### config.mk
export PLATFORM = sky130hd
export DESIGN_NAME = u2_core
export DESIGN_NICKNAME = d
export VERILOG_FILES = /design/src/u2_pkg.sv /design/src/vita_time_if.sv /design/src/setting_bank.sv /design/src/vita_time_keeper.sv /design/src/status_readback.sv /design/src/u2_core.sv
export SDC_FILE = /design/constraint.sdc
export NUM_CORES = 1
export LEC_CHECK = 0
export ABC_AREA = 1
export ABC_CLOCK_PERIOD_IN_PS = 3200
export BUFFER_PORTS_ARGS = -buffer_cell sky130_fd_sc_hd__buf_2
export CORE_MARGIN = 2
export CORE_UTILIZATION = 30
export CTS_BUF_LIST = sky130_fd_sc_hd__clkbuf_8
export DETAILED_ROUTE_END_ITERATION = 6
export SYNTH_ARGS = -nofsm -noshare
export SYNTH_HDL_FRONTEND = slang
export SYNTH_SLANG_ARGS = --single-unit
export TNS_END_PERCENT = 30
### constraint.sdc
create_clock -name dsp_clk -period 3.2 [get_ports dsp_clk]
set_input_delay 0.64 -clock dsp_clk [delete_from_list [all_inputs] [get_ports dsp_clk]]
set_output_delay 0.64 -clock dsp_clk [all_outputs]
set_load 0.05 [all_outputs]
### src/u2_pkg.sv
////////////////////////////////////////////////////////////
// Shared types, settings address map and readback indices
// for the board core. Imported by every design unit
////////////////////////////////////////////////////////////

package u2_pkg;

   ////////////////////////////////////////////////////////////
   // Widths that carry a meaning
   typedef logic [7:0]  set_addr_t;   // Settings register address
   typedef logic [31:0] set_data_t;   // Settings data word
   typedef logic [31:0] secs_t;       // VITA seconds
   typedef logic [31:0] ticks_t;      // VITA ticks within the second
   typedef logic [2:0]  rb_addr_t;    // Readback word select
   typedef logic [31:0] rb_word_t;    // Readback data
   typedef logic [7:0]  led_t;        // LED vector

   ////////////////////////////////////////////////////////////
   // Settings bus address map
   localparam set_addr_t SR_CLOCK_CTRL  = 8'd0;
   localparam set_addr_t SR_SERDES_CTRL = 8'd1;
   localparam set_addr_t SR_ADC_CTRL    = 8'd2;
   localparam set_addr_t SR_LED_SW      = 8'd3;
   localparam set_addr_t SR_PHY_RESET   = 8'd4;
   localparam set_addr_t SR_LED_SRC     = 8'd8;

   // Time block, three words: seconds, ticks (commits), immediate flag
   localparam set_addr_t SR_TIME64      = 8'd192;

   // 1 selects the hardware bit, 0 the software bit
   localparam led_t LED_SRC_AT_RESET = 8'b0001_1110;

   // Bump when the register map changes
   localparam rb_word_t COMPAT_NUM = 32'd4;

   localparam int unsigned TICKS_PER_SEC_DEFAULT = 100_000_000;

   ////////////////////////////////////////////////////////////
   // Readback word indices, anything else reads zero
   localparam rb_addr_t RB_STATUS     = 3'd0;
   localparam rb_addr_t RB_COMPAT     = 3'd1;
   localparam rb_addr_t RB_TIME_SECS  = 3'd2;
   localparam rb_addr_t RB_TIME_TICKS = 3'd3;
   localparam rb_addr_t RB_PPS_SECS   = 3'd4;
   localparam rb_addr_t RB_PPS_TICKS  = 3'd5;

endpackage

### src/vita_time_if.sv
////////////////////////////////////////////////////////////
// VITA time bundle from the timekeeper to its consumers:
// live time, PPS-latched time and the per-PPS pulse
////////////////////////////////////////////////////////////

`timescale 1ns/1ps

interface vita_time_if import u2_pkg::*; ();

   secs_t  time_secs;    // Live time
   ticks_t time_ticks;
   secs_t  pps_secs;     // Time captured at the last PPS edge
   ticks_t pps_ticks;
   logic   pps_pulse;    // One cycle per PPS edge

   modport keeper (
      output time_secs,
      output time_ticks,
      output pps_secs,
      output pps_ticks,
      output pps_pulse
   );

   modport reader (
      input time_secs,
      input time_ticks,
      input pps_secs,
      input pps_ticks,
      input pps_pulse
   );

endinterface

### src/setting_bank.sv
////////////////////////////////////////////////////////////
// Control register bank on the settings bus. Each register
// loads on a strobe at its own address and drives board pins
////////////////////////////////////////////////////////////

`timescale 1ns/1ps

module setting_bank import u2_pkg::*; (
   input  logic      dsp_clk,
   input  logic      wb_rst,

   // Settings write port
   input  logic      set_stb_i,
   input  set_addr_t set_addr_i,
   input  set_data_t set_data_i,

   // Clock gen control
   output logic [1:0] clk_en_o,
   output logic [1:0] clk_sel_o,
   output logic      clock_ready_o,

   // SERDES control
   output logic      ser_enable_o,
   output logic      ser_prbsen_o,
   output logic      ser_loopen_o,
   output logic      ser_rx_en_o,

   // ADC control
   output logic      adc_oe_a_o,
   output logic      adc_on_a_o,
   output logic      adc_oe_b_o,
   output logic      adc_on_b_o,

   output logic      phy_reset_n_o,   // Active low at the pin
   output led_t      led_sw_o,
   output led_t      led_src_o
);

   logic [4:0] clock_r;    // {ready, en[1:0], sel[1:0]}
   logic [3:0] serdes_r;   // {enable, prbsen, loopen, rx_en}
   logic [3:0] adc_r;      // {oe_a, on_a, oe_b, on_b}
   logic       phy_rst_r;
   led_t       led_sw_r;
   led_t       led_src_r;

   always_ff @(posedge dsp_clk) begin
      if (wb_rst) begin
         clock_r   <= '0;
         serdes_r  <= '0;
         adc_r     <= '0;
         phy_rst_r <= 1'b0;
         led_sw_r  <= '0;
         led_src_r <= LED_SRC_AT_RESET;
      end else if (set_stb_i) begin
         case (set_addr_i)
            SR_CLOCK_CTRL:  clock_r   <= set_data_i[4:0];
            SR_SERDES_CTRL: serdes_r  <= set_data_i[3:0];
            SR_ADC_CTRL:    adc_r     <= set_data_i[3:0];
            SR_LED_SW:      led_sw_r  <= set_data_i[7:0];
            SR_PHY_RESET:   phy_rst_r <= set_data_i[0];
            SR_LED_SRC:     led_src_r <= set_data_i[7:0];
            default: ;                  // Not ours, time block decodes its own
         endcase
      end
   end

   ////////////////////////////////////////////////////////////
   // Split the words into control lines
   assign {clock_ready_o, clk_en_o, clk_sel_o} = clock_r;
   assign {ser_enable_o, ser_prbsen_o, ser_loopen_o, ser_rx_en_o} = serdes_r;
   assign {adc_oe_a_o, adc_on_a_o, adc_oe_b_o, adc_on_b_o} = adc_r;

   assign phy_reset_n_o = ~phy_rst_r;
   assign led_sw_o      = led_sw_r;
   assign led_src_o     = led_src_r;

endmodule

### src/vita_time_keeper.sv
////////////////////////////////////////////////////////////
// 64-bit VITA timekeeper. Counts ticks into seconds, loads
// from the settings bus now or at PPS, latches time per PPS
////////////////////////////////////////////////////////////

`timescale 1ns/1ps

module vita_time_keeper import u2_pkg::*; #(
   parameter int unsigned TICKS_PER_SEC = TICKS_PER_SEC_DEFAULT
) (
   input  logic      dsp_clk,
   input  logic      wb_rst,

   // Settings write port
   input  logic      set_stb_i,
   input  set_addr_t set_addr_i,
   input  set_data_t set_data_i,

   input  logic      pps_i,      // Asynchronous PPS from the board
   vita_time_if.keeper vt
);

   secs_t  secs_stage;           // Staged load value
   ticks_t ticks_stage;
   logic   imm_flag;             // 1 = load on the ticks write itself
   logic   armed;                // Load waiting for the next PPS edge

   secs_t  time_secs;
   ticks_t time_ticks;
   secs_t  pps_secs;
   ticks_t pps_ticks;

   logic   pps_sync1;
   logic   pps_sync2;
   logic   pps_del;
   logic   pps_edge;

   logic   ticks_wr;
   logic   load_now;
   logic   pps_load;
   logic   last_tick;

   ////////////////////////////////////////////////////////////
   // Settings decode for the three time words
   assign ticks_wr = set_stb_i && (set_addr_i == SR_TIME64 + 8'd1);
   assign load_now = ticks_wr && imm_flag;
   assign pps_load = pps_edge && armed;

   always_ff @(posedge dsp_clk) begin
      if (set_stb_i && (set_addr_i == SR_TIME64))
         secs_stage <= set_data_i;
      if (ticks_wr)
         ticks_stage <= set_data_i;
   end

   always_ff @(posedge dsp_clk) begin
      if (wb_rst) begin
         imm_flag <= 1'b0;
         armed    <= 1'b0;
      end else begin
         if (set_stb_i && (set_addr_i == SR_TIME64 + 8'd2))
            imm_flag <= set_data_i[0];
         if (ticks_wr)
            armed <= ~imm_flag;   // Immediate load cancels any pending one
         else if (pps_edge)
            armed <= 1'b0;
      end
   end

   ////////////////////////////////////////////////////////////
   // PPS synchroniser and rising edge detect
   always_ff @(posedge dsp_clk) begin
      if (wb_rst) begin
         pps_sync1 <= 1'b0;
         pps_sync2 <= 1'b0;
         pps_del   <= 1'b0;
      end else begin
         pps_sync1 <= pps_i;
         pps_sync2 <= pps_sync1;
         pps_del   <= pps_sync2;
      end
   end

   assign pps_edge = pps_sync2 & ~pps_del;

   ////////////////////////////////////////////////////////////
   // Time counter
   assign last_tick = (time_ticks == ticks_t'(TICKS_PER_SEC - 1));

   always_ff @(posedge dsp_clk) begin
      if (wb_rst) begin
         time_secs  <= '0;
         time_ticks <= '0;
      end else if (load_now) begin
         time_secs  <= secs_stage;
         time_ticks <= set_data_i;     // Ticks word arrives with the commit
      end else if (pps_load) begin
         time_secs  <= secs_stage;
         time_ticks <= ticks_stage;
      end else if (last_tick) begin
         time_secs  <= time_secs + 1'b1;
         time_ticks <= '0;
      end else begin
         time_ticks <= time_ticks + 1'b1;
      end
   end

   // Snapshot on each PPS edge, the new value if a load fires there
   always_ff @(posedge dsp_clk) begin
      if (wb_rst) begin
         pps_secs  <= '0;
         pps_ticks <= '0;
      end else if (pps_edge) begin
         pps_secs  <= pps_load ? secs_stage  : time_secs;
         pps_ticks <= pps_load ? ticks_stage : time_ticks;
      end
   end

   assign vt.time_secs  = time_secs;
   assign vt.time_ticks = time_ticks;
   assign vt.pps_secs   = pps_secs;
   assign vt.pps_ticks  = pps_ticks;
   assign vt.pps_pulse  = pps_edge;

endmodule

### src/status_readback.sv
////////////////////////////////////////////////////////////
// Registered readback mux for status and time, plus the
// LED mix of hardware and software bits and the PPS interrupt
////////////////////////////////////////////////////////////

`timescale 1ns/1ps

module status_readback import u2_pkg::*; (
   input  logic     dsp_clk,
   input  logic     wb_rst,

   input  rb_addr_t rb_addr_i,

   // Hardware status
   input  logic     clk_status_i,
   input  logic     serdes_link_up_i,
   input  logic     run_rx_i,
   input  logic     run_tx_i,

   input  led_t     led_sw_i,
   input  led_t     led_src_i,    // 1 = hardware drives that LED
   vita_time_if.reader vt,

   output rb_word_t rb_data_o,
   output led_t     leds_o,
   output logic     pps_int_o
);

   logic [3:0] hw_bits;
   rb_word_t   status_word;
   led_t       led_hw;

   assign hw_bits     = {run_tx_i, run_rx_i, clk_status_i, serdes_link_up_i};
   assign status_word = {28'd0, hw_bits};
   assign led_hw      = {3'b000, hw_bits, 1'b0};   // Bit 0 has no hardware source

   ////////////////////////////////////////////////////////////
   // Readback mux
   always_ff @(posedge dsp_clk) begin
      case (rb_addr_i)
         RB_STATUS:     rb_data_o <= status_word;
         RB_COMPAT:     rb_data_o <= COMPAT_NUM;
         RB_TIME_SECS:  rb_data_o <= vt.time_secs;
         RB_TIME_TICKS: rb_data_o <= vt.time_ticks;
         RB_PPS_SECS:   rb_data_o <= vt.pps_secs;
         RB_PPS_TICKS:  rb_data_o <= vt.pps_ticks;
         default:       rb_data_o <= '0;
      endcase
   end

   ////////////////////////////////////////////////////////////
   // LEDs and PPS interrupt
   always_ff @(posedge dsp_clk) begin
      if (wb_rst) begin
         leds_o    <= '0;
         pps_int_o <= 1'b0;
      end else begin
         leds_o    <= (led_src_i & led_hw) | (~led_src_i & led_sw_i);
         pps_int_o <= vt.pps_pulse;
      end
   end

endmodule

### src/u2_core.sv
////////////////////////////////////////////////////////////
// Board core top level on dsp_clk: settings registers,
// VITA timekeeper and status readback
////////////////////////////////////////////////////////////

`timescale 1ns/1ps

module u2_core import u2_pkg::*; #(
   parameter int unsigned TICKS_PER_SEC = TICKS_PER_SEC_DEFAULT
) (
   input  logic       dsp_clk,
   input  logic       wb_rst,

   // Settings bus
   input  logic       set_stb_i,
   input  set_addr_t  set_addr_i,
   input  set_data_t  set_data_i,

   input  logic       pps_i,
   input  rb_addr_t   rb_addr_i,

   // Hardware status
   input  logic       clk_status_i,
   input  logic       serdes_link_up_i,
   input  logic       run_rx_i,
   input  logic       run_tx_i,

   // Board control pins
   output logic [1:0] clk_en_o,
   output logic [1:0] clk_sel_o,
   output logic       clock_ready_o,
   output logic       ser_enable_o,
   output logic       ser_prbsen_o,
   output logic       ser_loopen_o,
   output logic       ser_rx_en_o,
   output logic       adc_oe_a_o,
   output logic       adc_on_a_o,
   output logic       adc_oe_b_o,
   output logic       adc_on_b_o,
   output logic       phy_reset_n_o,

   output rb_word_t   rb_data_o,
   output led_t       leds_o,
   output logic       pps_int_o
);

   led_t led_sw;
   led_t led_src;

   vita_time_if vt_if ();

   setting_bank u_setting_bank (
      .dsp_clk          (dsp_clk),
      .wb_rst           (wb_rst),
      .set_stb_i        (set_stb_i),
      .set_addr_i       (set_addr_i),
      .set_data_i       (set_data_i),
      .clk_en_o         (clk_en_o),
      .clk_sel_o        (clk_sel_o),
      .clock_ready_o    (clock_ready_o),
      .ser_enable_o     (ser_enable_o),
      .ser_prbsen_o     (ser_prbsen_o),
      .ser_loopen_o     (ser_loopen_o),
      .ser_rx_en_o      (ser_rx_en_o),
      .adc_oe_a_o       (adc_oe_a_o),
      .adc_on_a_o       (adc_on_a_o),
      .adc_oe_b_o       (adc_oe_b_o),
      .adc_on_b_o       (adc_on_b_o),
      .phy_reset_n_o    (phy_reset_n_o),
      .led_sw_o         (led_sw),
      .led_src_o        (led_src)
   );

   vita_time_keeper #(
      .TICKS_PER_SEC    (TICKS_PER_SEC)
   ) u_vita_time_keeper (
      .dsp_clk          (dsp_clk),
      .wb_rst           (wb_rst),
      .set_stb_i        (set_stb_i),
      .set_addr_i       (set_addr_i),
      .set_data_i       (set_data_i),
      .pps_i            (pps_i),
      .vt               (vt_if.keeper)
   );

   status_readback u_status_readback (
      .dsp_clk          (dsp_clk),
      .wb_rst           (wb_rst),
      .rb_addr_i        (rb_addr_i),
      .clk_status_i     (clk_status_i),
      .serdes_link_up_i (serdes_link_up_i),
      .run_rx_i         (run_rx_i),
      .run_tx_i         (run_tx_i),
      .led_sw_i         (led_sw),
      .led_src_i        (led_src),
      .vt               (vt_if.reader),
      .rb_data_o        (rb_data_o),
      .leds_o           (leds_o),
      .pps_int_o        (pps_int_o)
   );

endmodule

==> results.md <==
Yosys:
- In the post-synthesis netlist, the cell with the most instances is sky130_fd_sc_hd__nand2_1.
- The register bit count reported by yosys is about 270.
- After technology mapping, the gate count stands at 1,708.
- By area the synthesized netlist is led by sky130_fd_sc_hd__dfxtp_1 (32%), sky130_fd_sc_hd__edfxtp_1 (15%), sky130_fd_sc_hd__nand2_1 (13%).
- sky130_fd_sc_hd__dfxtp_1 takes more of the synthesized area than any other cell.
- For this run, the number of Yosys warnings is 0.
- Averaged over all synthesized cells, the footprint is 7.37 um^2.
- Of the synthesized area, sequential elements account for 0.477.
- The post-synthesis net count is 1,761.
- Sorting the synthesized cells by how often they occur yields sky130_fd_sc_hd__nand2_1 (422), sky130_fd_sc_hd__nor2_1 (271), sky130_fd_sc_hd__dfxtp_1 (204).
- The number of synthesized flops with an enable pin is 64.
- In the synthesized netlist the dominant register cell turns out to be sky130_fd_sc_hd__dfxtp_1.
- The unique cell type count in the Yosys netlist is slightly above 40.
- Of all flip-flops after synthesis, the portion carrying an async set or reset was 0.
- The total standard cell area after synthesis is ~13,000 um^2.
- The area share of the leading cell type in the synthesized netlist is 0.324.

Flow run:
- Across the run, the number of max-cap violations was 0.

Final layout:
- Across the whole layout, storage elements account for roughly 6000 um^2.
- The layout has around 4,500 filler cells.
- The area of all placed cells without fillers is 14,600 um^2.
- The growth of design area from synthesis to finish is 15.7%.
- The net count of the finished layout is 1,852.
- The total area of multi-input combinational cells is between 5000 and 6000 um^2.
- For this run, the share of the core covered by cells in the final layout is 0.350.
- In the final layout, the share of cells above drive strength 1 is 0.120.
- The number of antenna diodes is 0.

Global routing:
- For this run the aggregate overflow at the end of global routing stands at 0.
- The pin count of the biggest net entering global routing is 84.
- The overall track demand over capacity in global routing is 0.200.
- The number of antenna violations at the first check in global routing is 1.
- The number of global-route vias before repair is about 12,000.
- The first global-routing pass estimated 67.8 mm of wire.

Worst setup path:
- The worst reg-to-reg setup slack is between 0.8 and 0.9 ns.
- The signal on the critical path passes through ha_1 > nand2_2 > nor2_4 > nand2_4 > nor3_4 > nand2_4 > nand2_4 > nor2_1 > nor2_1 > nor2_1.
- Together, buffers and inverters on the worst path number 0.
- The largest stage delay on the critical path is ~0.43 ns.
- Broken down by cell family, the worst path's largest delay share belongs to simple AND/OR/NAND/NOR gates.
- The signal arrival time at the worst endpoint is 2.76 ns.
- The endpoint identified for the worst register-to-register timing path is u_vita_time_keeper.vt.time_ticks[21].
- The startpoint identified for the worst register-to-register timing path is u_vita_time_keeper.vt.time_ticks[0].
- The maximum fanout count along the critical path is 30.
- STA classifies the critical path endpoint as a register.
- Tracing the worst setup path back leads to its startpoint at u_vita_time_keeper.vt.time_ticks[0].
- The critical path is of the register to register type.
- Measured in cells, the most critical reg-to-reg path has a length of 10.
- The cell with the largest stage delay on the worst path is sky130_fd_sc_hd__dfxtp_1.
- The data required time at the worst endpoint is about 3.6 ns.
- The startpoint type of the worst setup path is a register.

Floorplanning:
- In this run the core area contains 75 standard-cell rows.
- The initial standard-cell utilization of the core is 0.302.
- The vertical extent of the die is around 210 um.
- The die is approximately 210 um wide.
- The area of the die is 43,600 um^2.
- After floorplanning, the core was sized to cover approximately 42,000 um^2.
- The I/O pin count is approximately 110.

Clock network:
- The root buffer cell is sky130_fd_sc_hd__clkbuf_8.
- The clock-pin slew on the worst setup and hold paths is 0.06 ns.
- The clock passes through at most 3 buffers.
- TritonCTS built the clock tree.
- The TritonCTS buffer count is between 40 and 50.
- In this run the number of H-tree levels came out at 2.
- The number of gates resized after CTS was 0.
- After clock tree synthesis, the flow added hold-fix buffers numbering 0.
- The buffer count from post-CTS setup fixing is 0.
- The TritonCTS sink count is 268.
- At the later pin of the worst-skew pair, clock insertion delay measures a little under 0.6 ns.

STA:
- The final worst-path cycle share is 0.729.
- After layout, the minimum clock period comes to between 2 and 2.5 ns.
- In the final timing run, aggregate negative setup slack is 0 ns.
- The total setup violations reported at the end of the flow is 0.
- Setup repair after global routing left no endpoint under its margin.
- On the final layout, the worst clock skew is approximately 0.020 ns.
- The number of failing hold endpoints at the final stage was 0.
- The actual slew at the worst max-slew pin is ~1.1 ns.
- For this run, the top clock speed supported by timing is between 400 and 500 MHz.
- The normalized max-slew margin is 0.267.
- The final count of pins violating max slew is 0.

Route:
- In the routed design, unresolved DRC markers number 0.
- In the final routed layout, each cell accounts on average for between 15 and 20 um.
- After detailed routing, the total wire length is between 40 and 50 mm.
- The detailed-routing iteration count for the pre-antenna-repair pass is 7.
- The number of routed nets with antenna violations is 0.
- The routed layout has approximately 12,000 vias.
- Dividing the detail-routed via count by the number of cells gives 5.10.
- After the first detailed-routing iteration, the DRC count stood at 1,034.

Placed design:
- The HPWL after detailed placement is ~30 mm.
- The placed instances occupy a cell area of 13,600 um^2.
- The congestion estimate from routability-driven global placement came to 0.921.
- The count of buffers from port buffering is between 100 and 150.

Outcome:
- The run finished with clean final reports.

Hold path:
- The path type of the worst min-delay path is primary input to register.
- The critical hold path startpoint is set_data_i[28].
- Along the worst hold path, the cell count comes to 1.
- For hold timing, the worst endpoint is u_vita_time_keeper.secs_stage[28].

Power:
- In this run the static leakage power is between 5 and 6 nW.
- For this design the ratio of total power to cell area is 481 nW/um^2.
- The maximum ir drop on the vdd rail is about 0.31 mV.
- After layout, the design draws a total of 7.00 mW.
logic make-up (layout without fill, tap and decap cells):
kind of cell,Yosys count,count (layout),share of synthesized area
buffers and inverters,262,391,0.0846
AND/OR/NAND/NOR,869,869,0.284
flip-flops,268,268,0.477
adder cells (fa/ha/maj),2,2,0.00199
AO/OA/AOI/OAI,284,284,0.136
XOR/XNOR,23,23,0.0160
registers in the layout, indices dropped and copies added (netlist names), 4 cells and up:
register and cells:
u_vita_time_keeper.secs_stage 32, u_vita_time_keeper.vt.time_ticks 32, u_vita_time_keeper.vt.time_secs 32, u_setting_bank.clock_r 5
u_setting_bank.led_sw_o 8, u_vita_time_keeper.ticks_stage 32, u_setting_bank.serdes_r 4, u_status_readback.leds_o 8
u_setting_bank.adc_r 4, u_vita_time_keeper.vt.pps_secs 32, u_status_readback.rb_data_o 32, u_setting_bank.led_src_o 8
u_vita_time_keeper.vt.pps_ticks 32
metal layers:
| layer | vias up | share of wire | GRT usage |
|---|---|---|---|
| li1 | 5790 | - | - |
| met1 | 5660 | 0.44 | 0.267 |
| met2 | 535 | 0.43 | 0.304 |
| met3 | 128 | 0.083 | 0.0490 |
| met4 | 2 | 0.047 | 0.0975 |
| met5 | - | 0.00029 | 0 |
placed cells by master (no fill, tap or decap), types with 12 or more instances in the layout:
master                     instances
sky130_fd_sc_hd__a21oi_1          59
sky130_fd_sc_hd__a221oi_1         16
sky130_fd_sc_hd__a22oi_1          31
sky130_fd_sc_hd__a31oi_1          39
sky130_fd_sc_hd__buf_2           105
sky130_fd_sc_hd__buf_4            19
sky130_fd_sc_hd__clkbuf_8         58
sky130_fd_sc_hd__dfxtp_1         204
sky130_fd_sc_hd__edfxtp_1         64
sky130_fd_sc_hd__inv_1           198
sky130_fd_sc_hd__nand2_1         422
sky130_fd_sc_hd__nand3_1         131
sky130_fd_sc_hd__nand4_1          12
sky130_fd_sc_hd__nor2_1          268
sky130_fd_sc_hd__o211ai_1         16
sky130_fd_sc_hd__o21ai_0          96
sky130_fd_sc_hd__xor2_1           15
report_power, final:
| part | internal (mW) | switching [mW] | total [mW] |
|---|---|---|---|
| registers | 3.48 | 0.00983 | 3.49 |
| clock network | 1.79 | 1.46 | 3.25 |
| logic | 0.0618 | 0.205 | 0.267 |
worst register-to-register path, stage by stage (launching register included):
cell and delay [ns]:
sky130_fd_sc_hd__dfxtp_1 0.43, sky130_fd_sc_hd__ha_1 0.31, sky130_fd_sc_hd__nand2_2 0.11, sky130_fd_sc_hd__nor2_4 0.20, sky130_fd_sc_hd__nand2_4 0.10, sky130_fd_sc_hd__nor3_4 0.22, sky130_fd_sc_hd__nand2_4 0.21, sky130_fd_sc_hd__nand2_4 0.38
sky130_fd_sc_hd__nor2_1 0.09, sky130_fd_sc_hd__nor2_1 0.09, sky130_fd_sc_hd__nor2_1 0.04
how the worst max path moves through the flow:
| stage | endpoint | slack, ns | cells past startpoint |
|---|---|---|---|
| finish | u_vita_time_keeper.vt.time_ticks[21] | 0.87 | 10 |
| floorplan | u_vita_time_keeper.ticks_stage[0] | 0.35 | 5 |
| global route | u_vita_time_keeper.vt.time_ticks[21] | 0.68 | 10 |
| detailed placement | u_vita_time_keeper.vt.time_secs[25] | 0.64 | 12 |
| CTS | u_vita_time_keeper.vt.time_ticks[21] | 0.88 | 10 |
| global placement | u_vita_time_keeper.vt.time_secs[25] | 0.77 | 12 |
per-stage QoR:
stage          hold slack [ns]  std cells  worst slack [ns]
6_report                 0.262       2376             0.866
5_1_grt                  0.231       2376             0.679
4_1_cts                  0.225       2376             0.880
3_5_place_dp             0.414       2289             0.643
3_3_place_gp             0.406       2289             0.766
2_1_floorplan            0.388       1708             0.353
area by class of cell:
cell class / instances / area share
flip-flops and latches: 268 / 0.412
well taps: 539 / 0.0463
multi-input cells: 1178 / 0.381
repair buffers: 126 / 0.0486
inverters: 178 / 0.0459
clock inverters: 29 / 0.0113
clock buffers: 58 / 0.0548
Power figures use the tool's default switching activity.
